--- src/design/cp0_defs.svh ---
`ifndef CP0_DEFS_SVH
`define CP0_DEFS_SVH

// Datapath widths
`define CP0_DATA_W            32
`define CP0_ADDR_W            8        // {rd, sel}
`define CP0_EXT_INT_W         6

// Register addresses, rd in [7:3] and sel in [2:0]
`define CP0_ADDR_BADVADDR     8'h40    // rd 8
`define CP0_ADDR_COUNT        8'h48    // rd 9
`define CP0_ADDR_COMPARE      8'h58    // rd 11
`define CP0_ADDR_STATUS       8'h60    // rd 12
`define CP0_ADDR_CAUSE        8'h68    // rd 13
`define CP0_ADDR_EPC          8'h70    // rd 14

// Reset values
`define CP0_COMPARE_RESET     32'hffff_ffff
`define CP0_STATUS_RESET_WORD 32'h0040_0000   // Only BEV set

`endif

--- src/design/cp0_pkg.sv ---
`default_nettype none

package cp0_pkg;

    // Exception type as reported by the pipeline
    typedef enum logic [4:0] {
        EX_INT  = 5'd0,
        EX_ADEL = 5'd1,
        EX_ADES = 5'd2,
        EX_SYS  = 5'd3,
        EX_BP   = 5'd4,
        EX_RI   = 5'd5,
        EX_CPU  = 5'd6,
        EX_OV   = 5'd7,
        EX_TRAP = 5'd8,
        NO_EX   = 5'd31
    } exc_type_e;

    // Architectural Cause.ExcCode
    typedef enum logic [4:0] {
        CODE_INT  = 5'd0,
        CODE_ADEL = 5'd4,
        CODE_ADES = 5'd5,
        CODE_SYS  = 5'd8,
        CODE_BP   = 5'd9,
        CODE_RI   = 5'd10,
        CODE_CPU  = 5'd11,
        CODE_OV   = 5'd12,
        CODE_TRAP = 5'd13
    } exc_code_e;

    typedef struct packed {
        logic       cu0;
        logic       bev;
        logic [7:0] im;
        logic       um;
        logic       erl;
        logic       exl;
        logic       ie;
    } status_t;

    typedef struct packed {
        logic       bd;
        logic       ti;
        logic [1:0] ce;
        logic [7:0] ip;
        exc_code_e  exc_code;
    } cause_t;

endpackage

`default_nettype wire

--- src/design/cp0_if.sv ---
`timescale 1ns/1ps
`default_nettype none

`include "cp0_defs.svh"

// Register write strobes from the access control
interface cp0_wr_if;
    logic [`CP0_DATA_W-1:0] wdata;    // mtc0 source operand
    logic                   status_we;
    logic                   cause_we;
    logic                   epc_we;
    logic                   count_we;
    logic                   compare_we;
    logic                   eret;     // Qualified eret, clears EXL

    modport ctrl (
        output wdata, status_we, cause_we, epc_we, count_we, compare_we, eret
    );
    modport regs (
        input  wdata, status_we, cause_we, epc_we, count_we, compare_we, eret
    );
endinterface

// Committed exception info
interface cp0_exc_if;
    logic                   ex;
    logic                   first_ex;  // ex with EXL clear
    cp0_pkg::exc_code_e     code;
    logic                   bd;
    logic [`CP0_DATA_W-1:0] pc;
    logic [`CP0_DATA_W-1:0] addr;      // ALU result, faulting data address

    modport ctrl (
        output ex, first_ex, code, bd, pc, addr
    );
    modport sink (
        input  ex, first_ex, code, bd, pc, addr
    );
endinterface

`default_nettype wire

--- src/design/cp0_access_ctrl.sv ---
`timescale 1ns/1ps
`default_nettype none

`include "cp0_defs.svh"

module cp0_access_ctrl (
    input  logic [4:0]              mtc0_rd,
    input  logic [2:0]              sel,
    input  logic                    valid,
    input  logic                    inst_mtc0,
    input  logic                    inst_eret,
    input  logic                    bd,
    input  logic                    ex,
    input  cp0_pkg::exc_type_e      exc_type,
    input  logic [`CP0_DATA_W-1:0]  alu_result,
    input  logic [`CP0_DATA_W-1:0]  pc,
    input  cp0_pkg::status_t        status,
    input  cp0_pkg::cause_t         cause,
    input  logic [`CP0_DATA_W-1:0]  count,
    input  logic [`CP0_DATA_W-1:0]  compare,
    input  logic [`CP0_DATA_W-1:0]  epc,
    input  logic [`CP0_DATA_W-1:0]  badvaddr,
    output logic [`CP0_DATA_W-1:0]  cp0_data,
    output logic                    eret_flush,
    cp0_wr_if.ctrl                  wr,
    cp0_exc_if.ctrl                 exc
);

    logic [`CP0_ADDR_W-1:0] addr;
    logic                   mtc0_we;

    assign addr       = {mtc0_rd, sel};
    assign mtc0_we    = valid && inst_mtc0 && !ex;   // Faulting mtc0 must not write
    assign eret_flush = valid && inst_eret && !ex;

    assign wr.wdata      = alu_result;
    assign wr.status_we  = mtc0_we && (addr == `CP0_ADDR_STATUS);
    assign wr.cause_we   = mtc0_we && (addr == `CP0_ADDR_CAUSE);
    assign wr.epc_we     = mtc0_we && (addr == `CP0_ADDR_EPC);
    assign wr.count_we   = mtc0_we && (addr == `CP0_ADDR_COUNT);
    assign wr.compare_we = mtc0_we && (addr == `CP0_ADDR_COMPARE);
    assign wr.eret       = eret_flush;

    assign exc.ex       = ex;
    assign exc.first_ex = ex && !status.exl;  // Nested exceptions keep EPC and BD
    assign exc.bd       = bd;
    assign exc.pc       = pc;
    assign exc.addr     = alu_result;

    // Pipeline exception type to ExcCode
    always_comb begin
        case (exc_type)
            cp0_pkg::EX_ADEL: exc.code = cp0_pkg::CODE_ADEL;
            cp0_pkg::EX_ADES: exc.code = cp0_pkg::CODE_ADES;
            cp0_pkg::EX_SYS:  exc.code = cp0_pkg::CODE_SYS;
            cp0_pkg::EX_BP:   exc.code = cp0_pkg::CODE_BP;
            cp0_pkg::EX_RI:   exc.code = cp0_pkg::CODE_RI;
            cp0_pkg::EX_CPU:  exc.code = cp0_pkg::CODE_CPU;
            cp0_pkg::EX_OV:   exc.code = cp0_pkg::CODE_OV;
            cp0_pkg::EX_TRAP: exc.code = cp0_pkg::CODE_TRAP;
            default:          exc.code = cp0_pkg::CODE_INT;   // EX_INT and NO_EX
        endcase
    end

    // mfc0 read mux
    always_comb begin
        case (addr)
            `CP0_ADDR_BADVADDR: cp0_data = badvaddr;
            `CP0_ADDR_COUNT:    cp0_data = count;
            `CP0_ADDR_COMPARE:  cp0_data = compare;
            `CP0_ADDR_STATUS:   cp0_data = {3'b0, status.cu0, 5'b0, status.bev, 6'b0,
                                            status.im, 3'b0, status.um, 1'b0,
                                            status.erl, status.exl, status.ie};
            `CP0_ADDR_CAUSE:    cp0_data = {cause.bd, cause.ti, cause.ce, 12'b0, cause.ip,
                                            1'b0, cause.exc_code, 2'b0};
            `CP0_ADDR_EPC:      cp0_data = epc;
            default:            cp0_data = '0;
        endcase
    end

endmodule

`default_nettype wire

--- src/design/cp0_status_cause.sv ---
`timescale 1ns/1ps
`default_nettype none

`include "cp0_defs.svh"

module cp0_status_cause (
    input  logic                      clk,
    input  logic                      reset,
    cp0_wr_if.regs                    wr,
    cp0_exc_if.sink                   exc,
    input  logic [`CP0_EXT_INT_W-1:0] ext_int,
    input  logic                      ti,
    output cp0_pkg::status_t          status,
    output cp0_pkg::cause_t           cause
);

    localparam logic [`CP0_DATA_W-1:0] STATUS_RESET = `CP0_STATUS_RESET_WORD;

    logic               bd_q;
    logic [1:0]         ce_q;
    logic [7:0]         ip_q;
    cp0_pkg::exc_code_e exc_code_q;

    // Writable Status bits from a register word
    function automatic cp0_pkg::status_t status_from_word(logic [`CP0_DATA_W-1:0] w);
        cp0_pkg::status_t s;
        s.cu0 = w[28];
        s.bev = w[22];
        s.im  = w[15:8];
        s.um  = w[4];
        s.erl = w[2];
        s.exl = w[1];
        s.ie  = w[0];
        return s;
    endfunction

    // Status, EXL overrides below win over the mtc0 write
    always_ff @(posedge clk) begin
        if (reset) begin
            status <= status_from_word(STATUS_RESET);
        end else begin
            if (wr.status_we) begin
                status <= status_from_word(wr.wdata);
            end
            if (exc.ex) begin
                status.exl <= 1'b1;
            end else if (wr.eret) begin
                status.exl <= 1'b0;
            end
        end
    end

    always_ff @(posedge clk) begin
        if (reset) begin
            bd_q       <= 1'b0;
            ce_q       <= 2'b00;
            ip_q       <= 8'h00;
            exc_code_q <= cp0_pkg::CODE_INT;
        end else begin
            if (exc.first_ex) begin
                bd_q <= exc.bd;
            end
            if (exc.ex) begin
                exc_code_q <= exc.code;
            end
            if (exc.ex && exc.code == cp0_pkg::CODE_CPU) begin
                ce_q <= 2'b01;                     // Only CP1 unusable reported
            end
            // Hardware interrupts, timer shares IP7
            ip_q[7:2] <= {ext_int[`CP0_EXT_INT_W-1] | ti, ext_int[`CP0_EXT_INT_W-2:0]};
            if (wr.cause_we) begin
                ip_q[1:0] <= wr.wdata[9:8];        // Software interrupts
            end
        end
    end

    assign cause = '{bd: bd_q, ti: ti, ce: ce_q, ip: ip_q, exc_code: exc_code_q};

endmodule

`default_nettype wire

--- src/design/cp0_timer.sv ---
`timescale 1ns/1ps
`default_nettype none

`include "cp0_defs.svh"

module cp0_timer (
    input  logic                   clk,
    input  logic                   reset,
    cp0_wr_if.regs                 wr,
    output logic [`CP0_DATA_W-1:0] count,
    output logic [`CP0_DATA_W-1:0] compare,
    output logic                   ti
);

    logic tick;   // Half-rate enable for Count

    always_ff @(posedge clk) begin
        if (reset) begin
            tick    <= 1'b0;
            count   <= '0;
            compare <= `CP0_COMPARE_RESET;
            ti      <= 1'b0;
        end else begin
            tick <= ~tick;
            if (wr.count_we) begin
                count <= wr.wdata;                 // Write beats the increment
            end else if (tick) begin
                count <= count + 32'd1;
            end
            if (wr.compare_we) begin
                compare <= wr.wdata;
            end
            if (wr.compare_we) begin
                ti <= 1'b0;                        // Compare write acknowledges the interrupt
            end else if (count == compare) begin
                ti <= 1'b1;
            end
        end
    end

endmodule

`default_nettype wire

--- src/design/cp0_exc_capture.sv ---
`timescale 1ns/1ps
`default_nettype none

`include "cp0_defs.svh"

module cp0_exc_capture (
    input  logic                   clk,
    input  logic                   reset,
    cp0_wr_if.regs                 wr,
    cp0_exc_if.sink                exc,
    output logic [`CP0_DATA_W-1:0] epc,
    output logic [`CP0_DATA_W-1:0] badvaddr
);

    always_ff @(posedge clk) begin
        if (reset) begin
            epc <= '0;
        end else if (exc.first_ex) begin
            // In a delay slot point back at the branch
            epc <= exc.bd ? exc.pc - 32'd4 : exc.pc;
        end else if (wr.epc_we) begin
            epc <= wr.wdata;
        end
    end

    always_ff @(posedge clk) begin
        if (reset) begin
            badvaddr <= '0;
        end else if (exc.ex) begin
            if (exc.code == cp0_pkg::CODE_ADES) begin
                badvaddr <= exc.addr;
            end else if (exc.code == cp0_pkg::CODE_ADEL) begin
                // Misaligned fetch reports pc, else the load address
                badvaddr <= (exc.pc[1:0] != 2'b00) ? exc.pc : exc.addr;
            end
        end
    end

endmodule

`default_nettype wire

--- src/design/cp0_top.sv ---
`timescale 1ns/1ps
`default_nettype none

`include "cp0_defs.svh"

module cp0_top (
    input  logic                      clk,
    input  logic                      reset,
    input  logic [4:0]                mtc0_rd,
    input  logic [2:0]                sel,
    input  logic                      valid,
    input  logic                      inst_mtc0,
    input  logic                      inst_eret,
    input  logic                      bd,
    input  logic                      ex,
    input  logic [4:0]                exc_type,
    input  logic [`CP0_DATA_W-1:0]    alu_result,
    input  logic [`CP0_DATA_W-1:0]    pc,
    input  logic [`CP0_EXT_INT_W-1:0] ext_int,
    output logic [`CP0_DATA_W-1:0]    cp0_data,
    output logic                      eret_flush,
    output logic [`CP0_DATA_W-1:0]    epc_out,
    output logic                      status_ie,
    output logic                      status_exl,
    output logic [7:0]                status_im,
    output logic [7:0]                cause_ip,
    output logic                      cause_ti
);

    cp0_pkg::status_t       status;
    cp0_pkg::cause_t        cause;
    logic                   ti;
    logic [`CP0_DATA_W-1:0] count;
    logic [`CP0_DATA_W-1:0] compare;
    logic [`CP0_DATA_W-1:0] badvaddr;

    cp0_wr_if  u_wr ();
    cp0_exc_if u_exc ();

    cp0_access_ctrl u_access_ctrl (
        .mtc0_rd    (mtc0_rd),
        .sel        (sel),
        .valid      (valid),
        .inst_mtc0  (inst_mtc0),
        .inst_eret  (inst_eret),
        .bd         (bd),
        .ex         (ex),
        .exc_type   (cp0_pkg::exc_type_e'(exc_type)),
        .alu_result (alu_result),
        .pc         (pc),
        .status     (status),
        .cause      (cause),
        .count      (count),
        .compare    (compare),
        .epc        (epc_out),
        .badvaddr   (badvaddr),
        .cp0_data   (cp0_data),
        .eret_flush (eret_flush),
        .wr         (u_wr),
        .exc        (u_exc)
    );

    cp0_status_cause u_status_cause (
        .clk     (clk),
        .reset   (reset),
        .wr      (u_wr),
        .exc     (u_exc),
        .ext_int (ext_int),
        .ti      (ti),
        .status  (status),
        .cause   (cause)
    );

    cp0_timer u_timer (
        .clk     (clk),
        .reset   (reset),
        .wr      (u_wr),
        .count   (count),
        .compare (compare),
        .ti      (ti)
    );

    cp0_exc_capture u_exc_capture (
        .clk      (clk),
        .reset    (reset),
        .wr       (u_wr),
        .exc      (u_exc),
        .epc      (epc_out),
        .badvaddr (badvaddr)
    );

    // Field taps for the pipeline
    assign status_ie  = status.ie;
    assign status_exl = status.exl;
    assign status_im  = status.im;
    assign cause_ip   = cause.ip;
    assign cause_ti   = cause.ti;

endmodule

`default_nettype wire

--- config.mk ---
export PLATFORM = sky130hd
export DESIGN_NAME = cp0_top
export DESIGN_NICKNAME = d
export VERILOG_FILES = /design/src/design/cp0_pkg.sv /design/src/design/cp0_if.sv /design/src/design/cp0_access_ctrl.sv /design/src/design/cp0_status_cause.sv /design/src/design/cp0_timer.sv /design/src/design/cp0_exc_capture.sv /design/src/design/cp0_top.sv
export VERILOG_INCLUDE_DIRS = /design/src /design/src/design
export SDC_FILE = /design/constraint.sdc
export NUM_CORES = 1
export LEC_CHECK = 0
export ABC_AREA = 0
export BUFFER_PORTS_ARGS = -buffer_cell sky130_fd_sc_hd__buf_4
export CELL_PAD_IN_SITES_DETAIL_PLACEMENT = 1
export CELL_PAD_IN_SITES_GLOBAL_PLACEMENT = 2
export CORE_UTILIZATION = 33
export CTS_CLUSTER_DIAMETER = 30
export DETAILED_ROUTE_END_ITERATION = 10
export HOLD_SLACK_MARGIN = 0.02
export PLACE_DENSITY = 0.8
export SYNTH_ARGS = -nofsm -noshare
export SYNTH_HDL_FRONTEND = slang
export SYNTH_SLANG_ARGS = --single-unit
--- constraint.sdc ---
create_clock -name clk -period 3.4 [get_ports clk]
set_clock_uncertainty 0.2 [all_clocks]
set_input_delay 0.68 -clock clk [delete_from_list [all_inputs] [get_ports clk]]
set_output_delay 0.68 -clock clk [all_outputs]
set_load 0.05 [all_outputs]
==> impl_metrics.json <==
{
  "wl_per_cell_um": 23.8,
  "regArea_sq_um": 3160,
  "fp.dieH_um": 168,
  "end_kind": "output port",
  "fin_util_pct": 41.9,
  "tns_ns": 0,
  "syn-instance-count": 1072,
  "dieArea_sq_um": 28100,
  "clockPowerShare_pct": 42.2,
  "netSwitchingFraction_pct": 28.5,
  "crit_required_ns": 2.52,
  "ir_drop_v": 0.000260,
  "grt_pass1_vias": 8853,
  "clk_pin_slew_worst_paths_ns": 0.06,
  "io_pins": 174,
  "drive_above_1_share_pct": 22.9,
  "ys_warn_count": 0,
  "hold_buffers": 0,
  "hpwl_um": 27500,
  "synth_edf_count": 0,
  "grt_max_degree": 65,
  "cts_root_buf": "clkbuf_16",
  "fmax_ghz": 0.302,
  "instances_no_fill": 1544,
  "synthSimpleGateAreaFrac_pct": 22.7,
  "min_period_ns": 3.31,
  "critPathMaxFanout": 5,
  "cp-start-kind": "primary input",
  "vias_per_cell": 5.69,
  "slew_headroom_pct": 35.8,
  "slowest_stage": "or3_1",
  "synthTopCellsByCount": "dfxtp_1 (158), nor2_1 (136), nand2_1 (97)",
  "die_w_um": 168,
  "grt_pass1_wl_um": 55400,
  "vias": 8792,
  "globalplace.congestion": 0.915,
  "final-max-slew-violation-count": 0,
  "drc": 0,
  "synth_seq_cells": 158,
  "synth_cell_types": 60,
  "synth_area_leaders": "dfxtp_1 (35%), mux2i_1 (9.0%), a211oi_1 (6.4%), xnor2_1 (6.0%), nor2_1 (5.6%)",
  "drtIter0Drc": 583,
  "rows": 60,
  "rsz0062_at_grt": "no",
  "hold_violations": 0,
  "cp_cell_sequence": "buf_4 > or3_1 > nor3_2 > and2_1 > buf_4 > a221o_1 > buf_4",
  "ant_nets": 0,
  "cts_setup_buffers": 0,
  "cp_common_cell": "buf_4",
  "synth_top_area_cell": "dfxtp_1",
  "timing.max_cap.violations": 0,
  "fillCellCount": 3105,
  "leakagePower_nw": 4.72,
  "synth-adder-area-share_pct": 0.691,
  "drt_first_pass_iters": 5,
  "clkLatencyLatePin_ns": 0.43,
  "design_area_sq_um": 11300,
  "synth_top_family_by_area": "simple AND/OR/NAND/NOR gates",
  "seq_power_share_pct": 43.1,
  "yosysMostFrequentCell": "dfxtp_1",
  "synth-xor-area-share_pct": 8.70,
  "grt_overflow_total": 0,
  "p_total_mw": 4.55,
  "comb_power_share_pct": 14.7,
  "final-setup-viol-count": 0,
  "antenna_found_initial": 0,
  "area_delta_synth_final_pct": 24.7,
  "final_nets": 1286,
  "synthArstFlopShare_pct": 0,
  "synth.cell_area_sq_um": 9060,
  "p_int_mw": 3.26,
  "synth-main-ff-cell": "dfxtp_1",
  "syn_nets": 1167,
  "placed_cell_area_sq_um": 10700,
  "ys_seq_area_share_pct": 34.9,
  "powerDensity_nw_per_um2": 403,
  "synthMuxAreaShare_pct": 9.20,
  "synth_compound_area_share_pct": 18.1,
  "port_buffers": 173,
  "drt-total-wl_um": 36800,
  "core_sq_um": 27000,
  "cts_buffers": 17,
  "synth_area_per_cell_sq_um": 8.45,
  "multi_input_area_sq_um": 5460,
  "cts_max_path_buffers": 2,
  "initial_core_util_pct": 33.6,
  "p_switching_mw": 1.29,
  "status": "complete, no violations",
  "cts_sinks": 158,
  "htreeDepth": 4,
  "tightest_slew_ns": 0.963,
  "crit_arrival_ns": 2.43,
  "post_cts_resized": 0,
  "cpPeakStageDelay_ns": 0.45,
  "place_inst": 1513,
  "num_antenna_cells": 0,
  "synth.top_cell.area_share_pct": 34.9,
  "hp-class": "primary input to register",
  "critPathKind": "primary input to output port",
  "cts_tree": "built",
  "grt_use_total_pct": 26.3,
  "finalCritPeriodShare_pct": 97.3
}
==> power groups by stage <==
stage,registers [mW],logic [mW],clock network [mW]
global route,1.96,0.708,2.01
detailed placement,2.00,0.662,0
finish,1.96,0.670,1.92
global placement,2.00,0.656,0
floorplan,2.08,0.269,0
CTS,1.96,0.667,1.95
==> layout make-up <==
class                           instances  area share [%]
Clock inverter                         11            1.04
Tap cell                              341            3.78
Multi-Input combinational cell        798            48.4
Inverter                                8           0.266
Timing Repair Buffer                  208            14.5
Clock buffer                           20            4.04
Sequential cell                       158            28.0
==> cells by family (layout without fill, tap and decap cells) <==
family / count (synthesis) / after routing
compound gates: 218 / 218
mux: 83 / 83
xor+xnor: 90 / 90
simple gates: 402 / 402
flops: 158 / 158
fa+ha+maj: 5 / 5
buf+inv: 116 / 247
==> metal layers <==
layer  part of all wire [%]  up-vias  global-route usage, %  wire (um)
met3                    5.1       48                   3.73       1900
met4                    2.6        0                   9.21        952
met5                      0        -                      0          0
li1                       -     4105                      -          -
met1                     47     4379                   36.3      17300
met2                     45      260                   41.7      16700
==> per-stage QoR <==
stage	setup WS [ns]	hold WS [ns]
finish	0.0907	0.254
global route	0.0425	0.264
CTS	0.0982	0.246
detailed placement	0.127	0.257
global placement	0.107	0.248
floorplan	-0.131	0.236
==> final timing paths <==
path                             to                 from  cells after the start  slack, ns
max reg2reg       u_timer.count[24]     u_timer.count[0]                      7       1.14
min          u_status_cause.ip_q[7]           ext_int[5]                      3       0.25
max                    cp0_data[17]               sel[1]                      7       0.09
min reg2reg     u_status_cause.bd_q  u_status_cause.bd_q                      2       0.26
==> critical path: cells and delay by family <==
family | cells | cell delay, ns
buf+inv | 3 | 0.54
simple gates | 3 | 1.03
compound gates | 1 | 0.17
==> sequential cells by signal (all words and copies together) (netlist names) <==
| register | cells |
|---|---|
| u_timer.compare | 32 |
| u_timer.ti | 1 |
| u_status_cause.exc_code_q | 4 |
| u_status_cause.bd_q | 1 |
| u_timer.count | 32 |
| u_exc_capture.epc | 32 |
| u_status_cause.status | 14 |
| u_exc_capture.badvaddr | 32 |
| u_status_cause.ip_q | 8 |
| u_status_cause.ce_q | 1 |
| u_timer.tick | 1 |
==> cells in the final DEF (no fill, tap or decap), types with 4 or more instances in the layout <==
master and n:
buf_4 202, dfxtp_1 158, nor2_1 136, nand2_1 97, mux2i_1 81, a211oi_1 77
xnor2_1 62, a22oi_1 35, nand3b_1 33, nand4_1 29, xor2_1 28, a21oi_1 26
clkbuf_16 17, nor3_1 16, nand3_1 16, a221o_1 14, a21o_1 12, nor2b_1 11
nor4_1 11, a222oi_1 10, a22o_1 9, o21ai_2 9, inv_1 8, and3_1 8
and2_1 7, buf_12 6, and4_1 5, nor4_2 5, ha_1 5, clkinvlp_4 5
or3_1 4, clkinv_2 4
(Power assumes the default switching activity.)
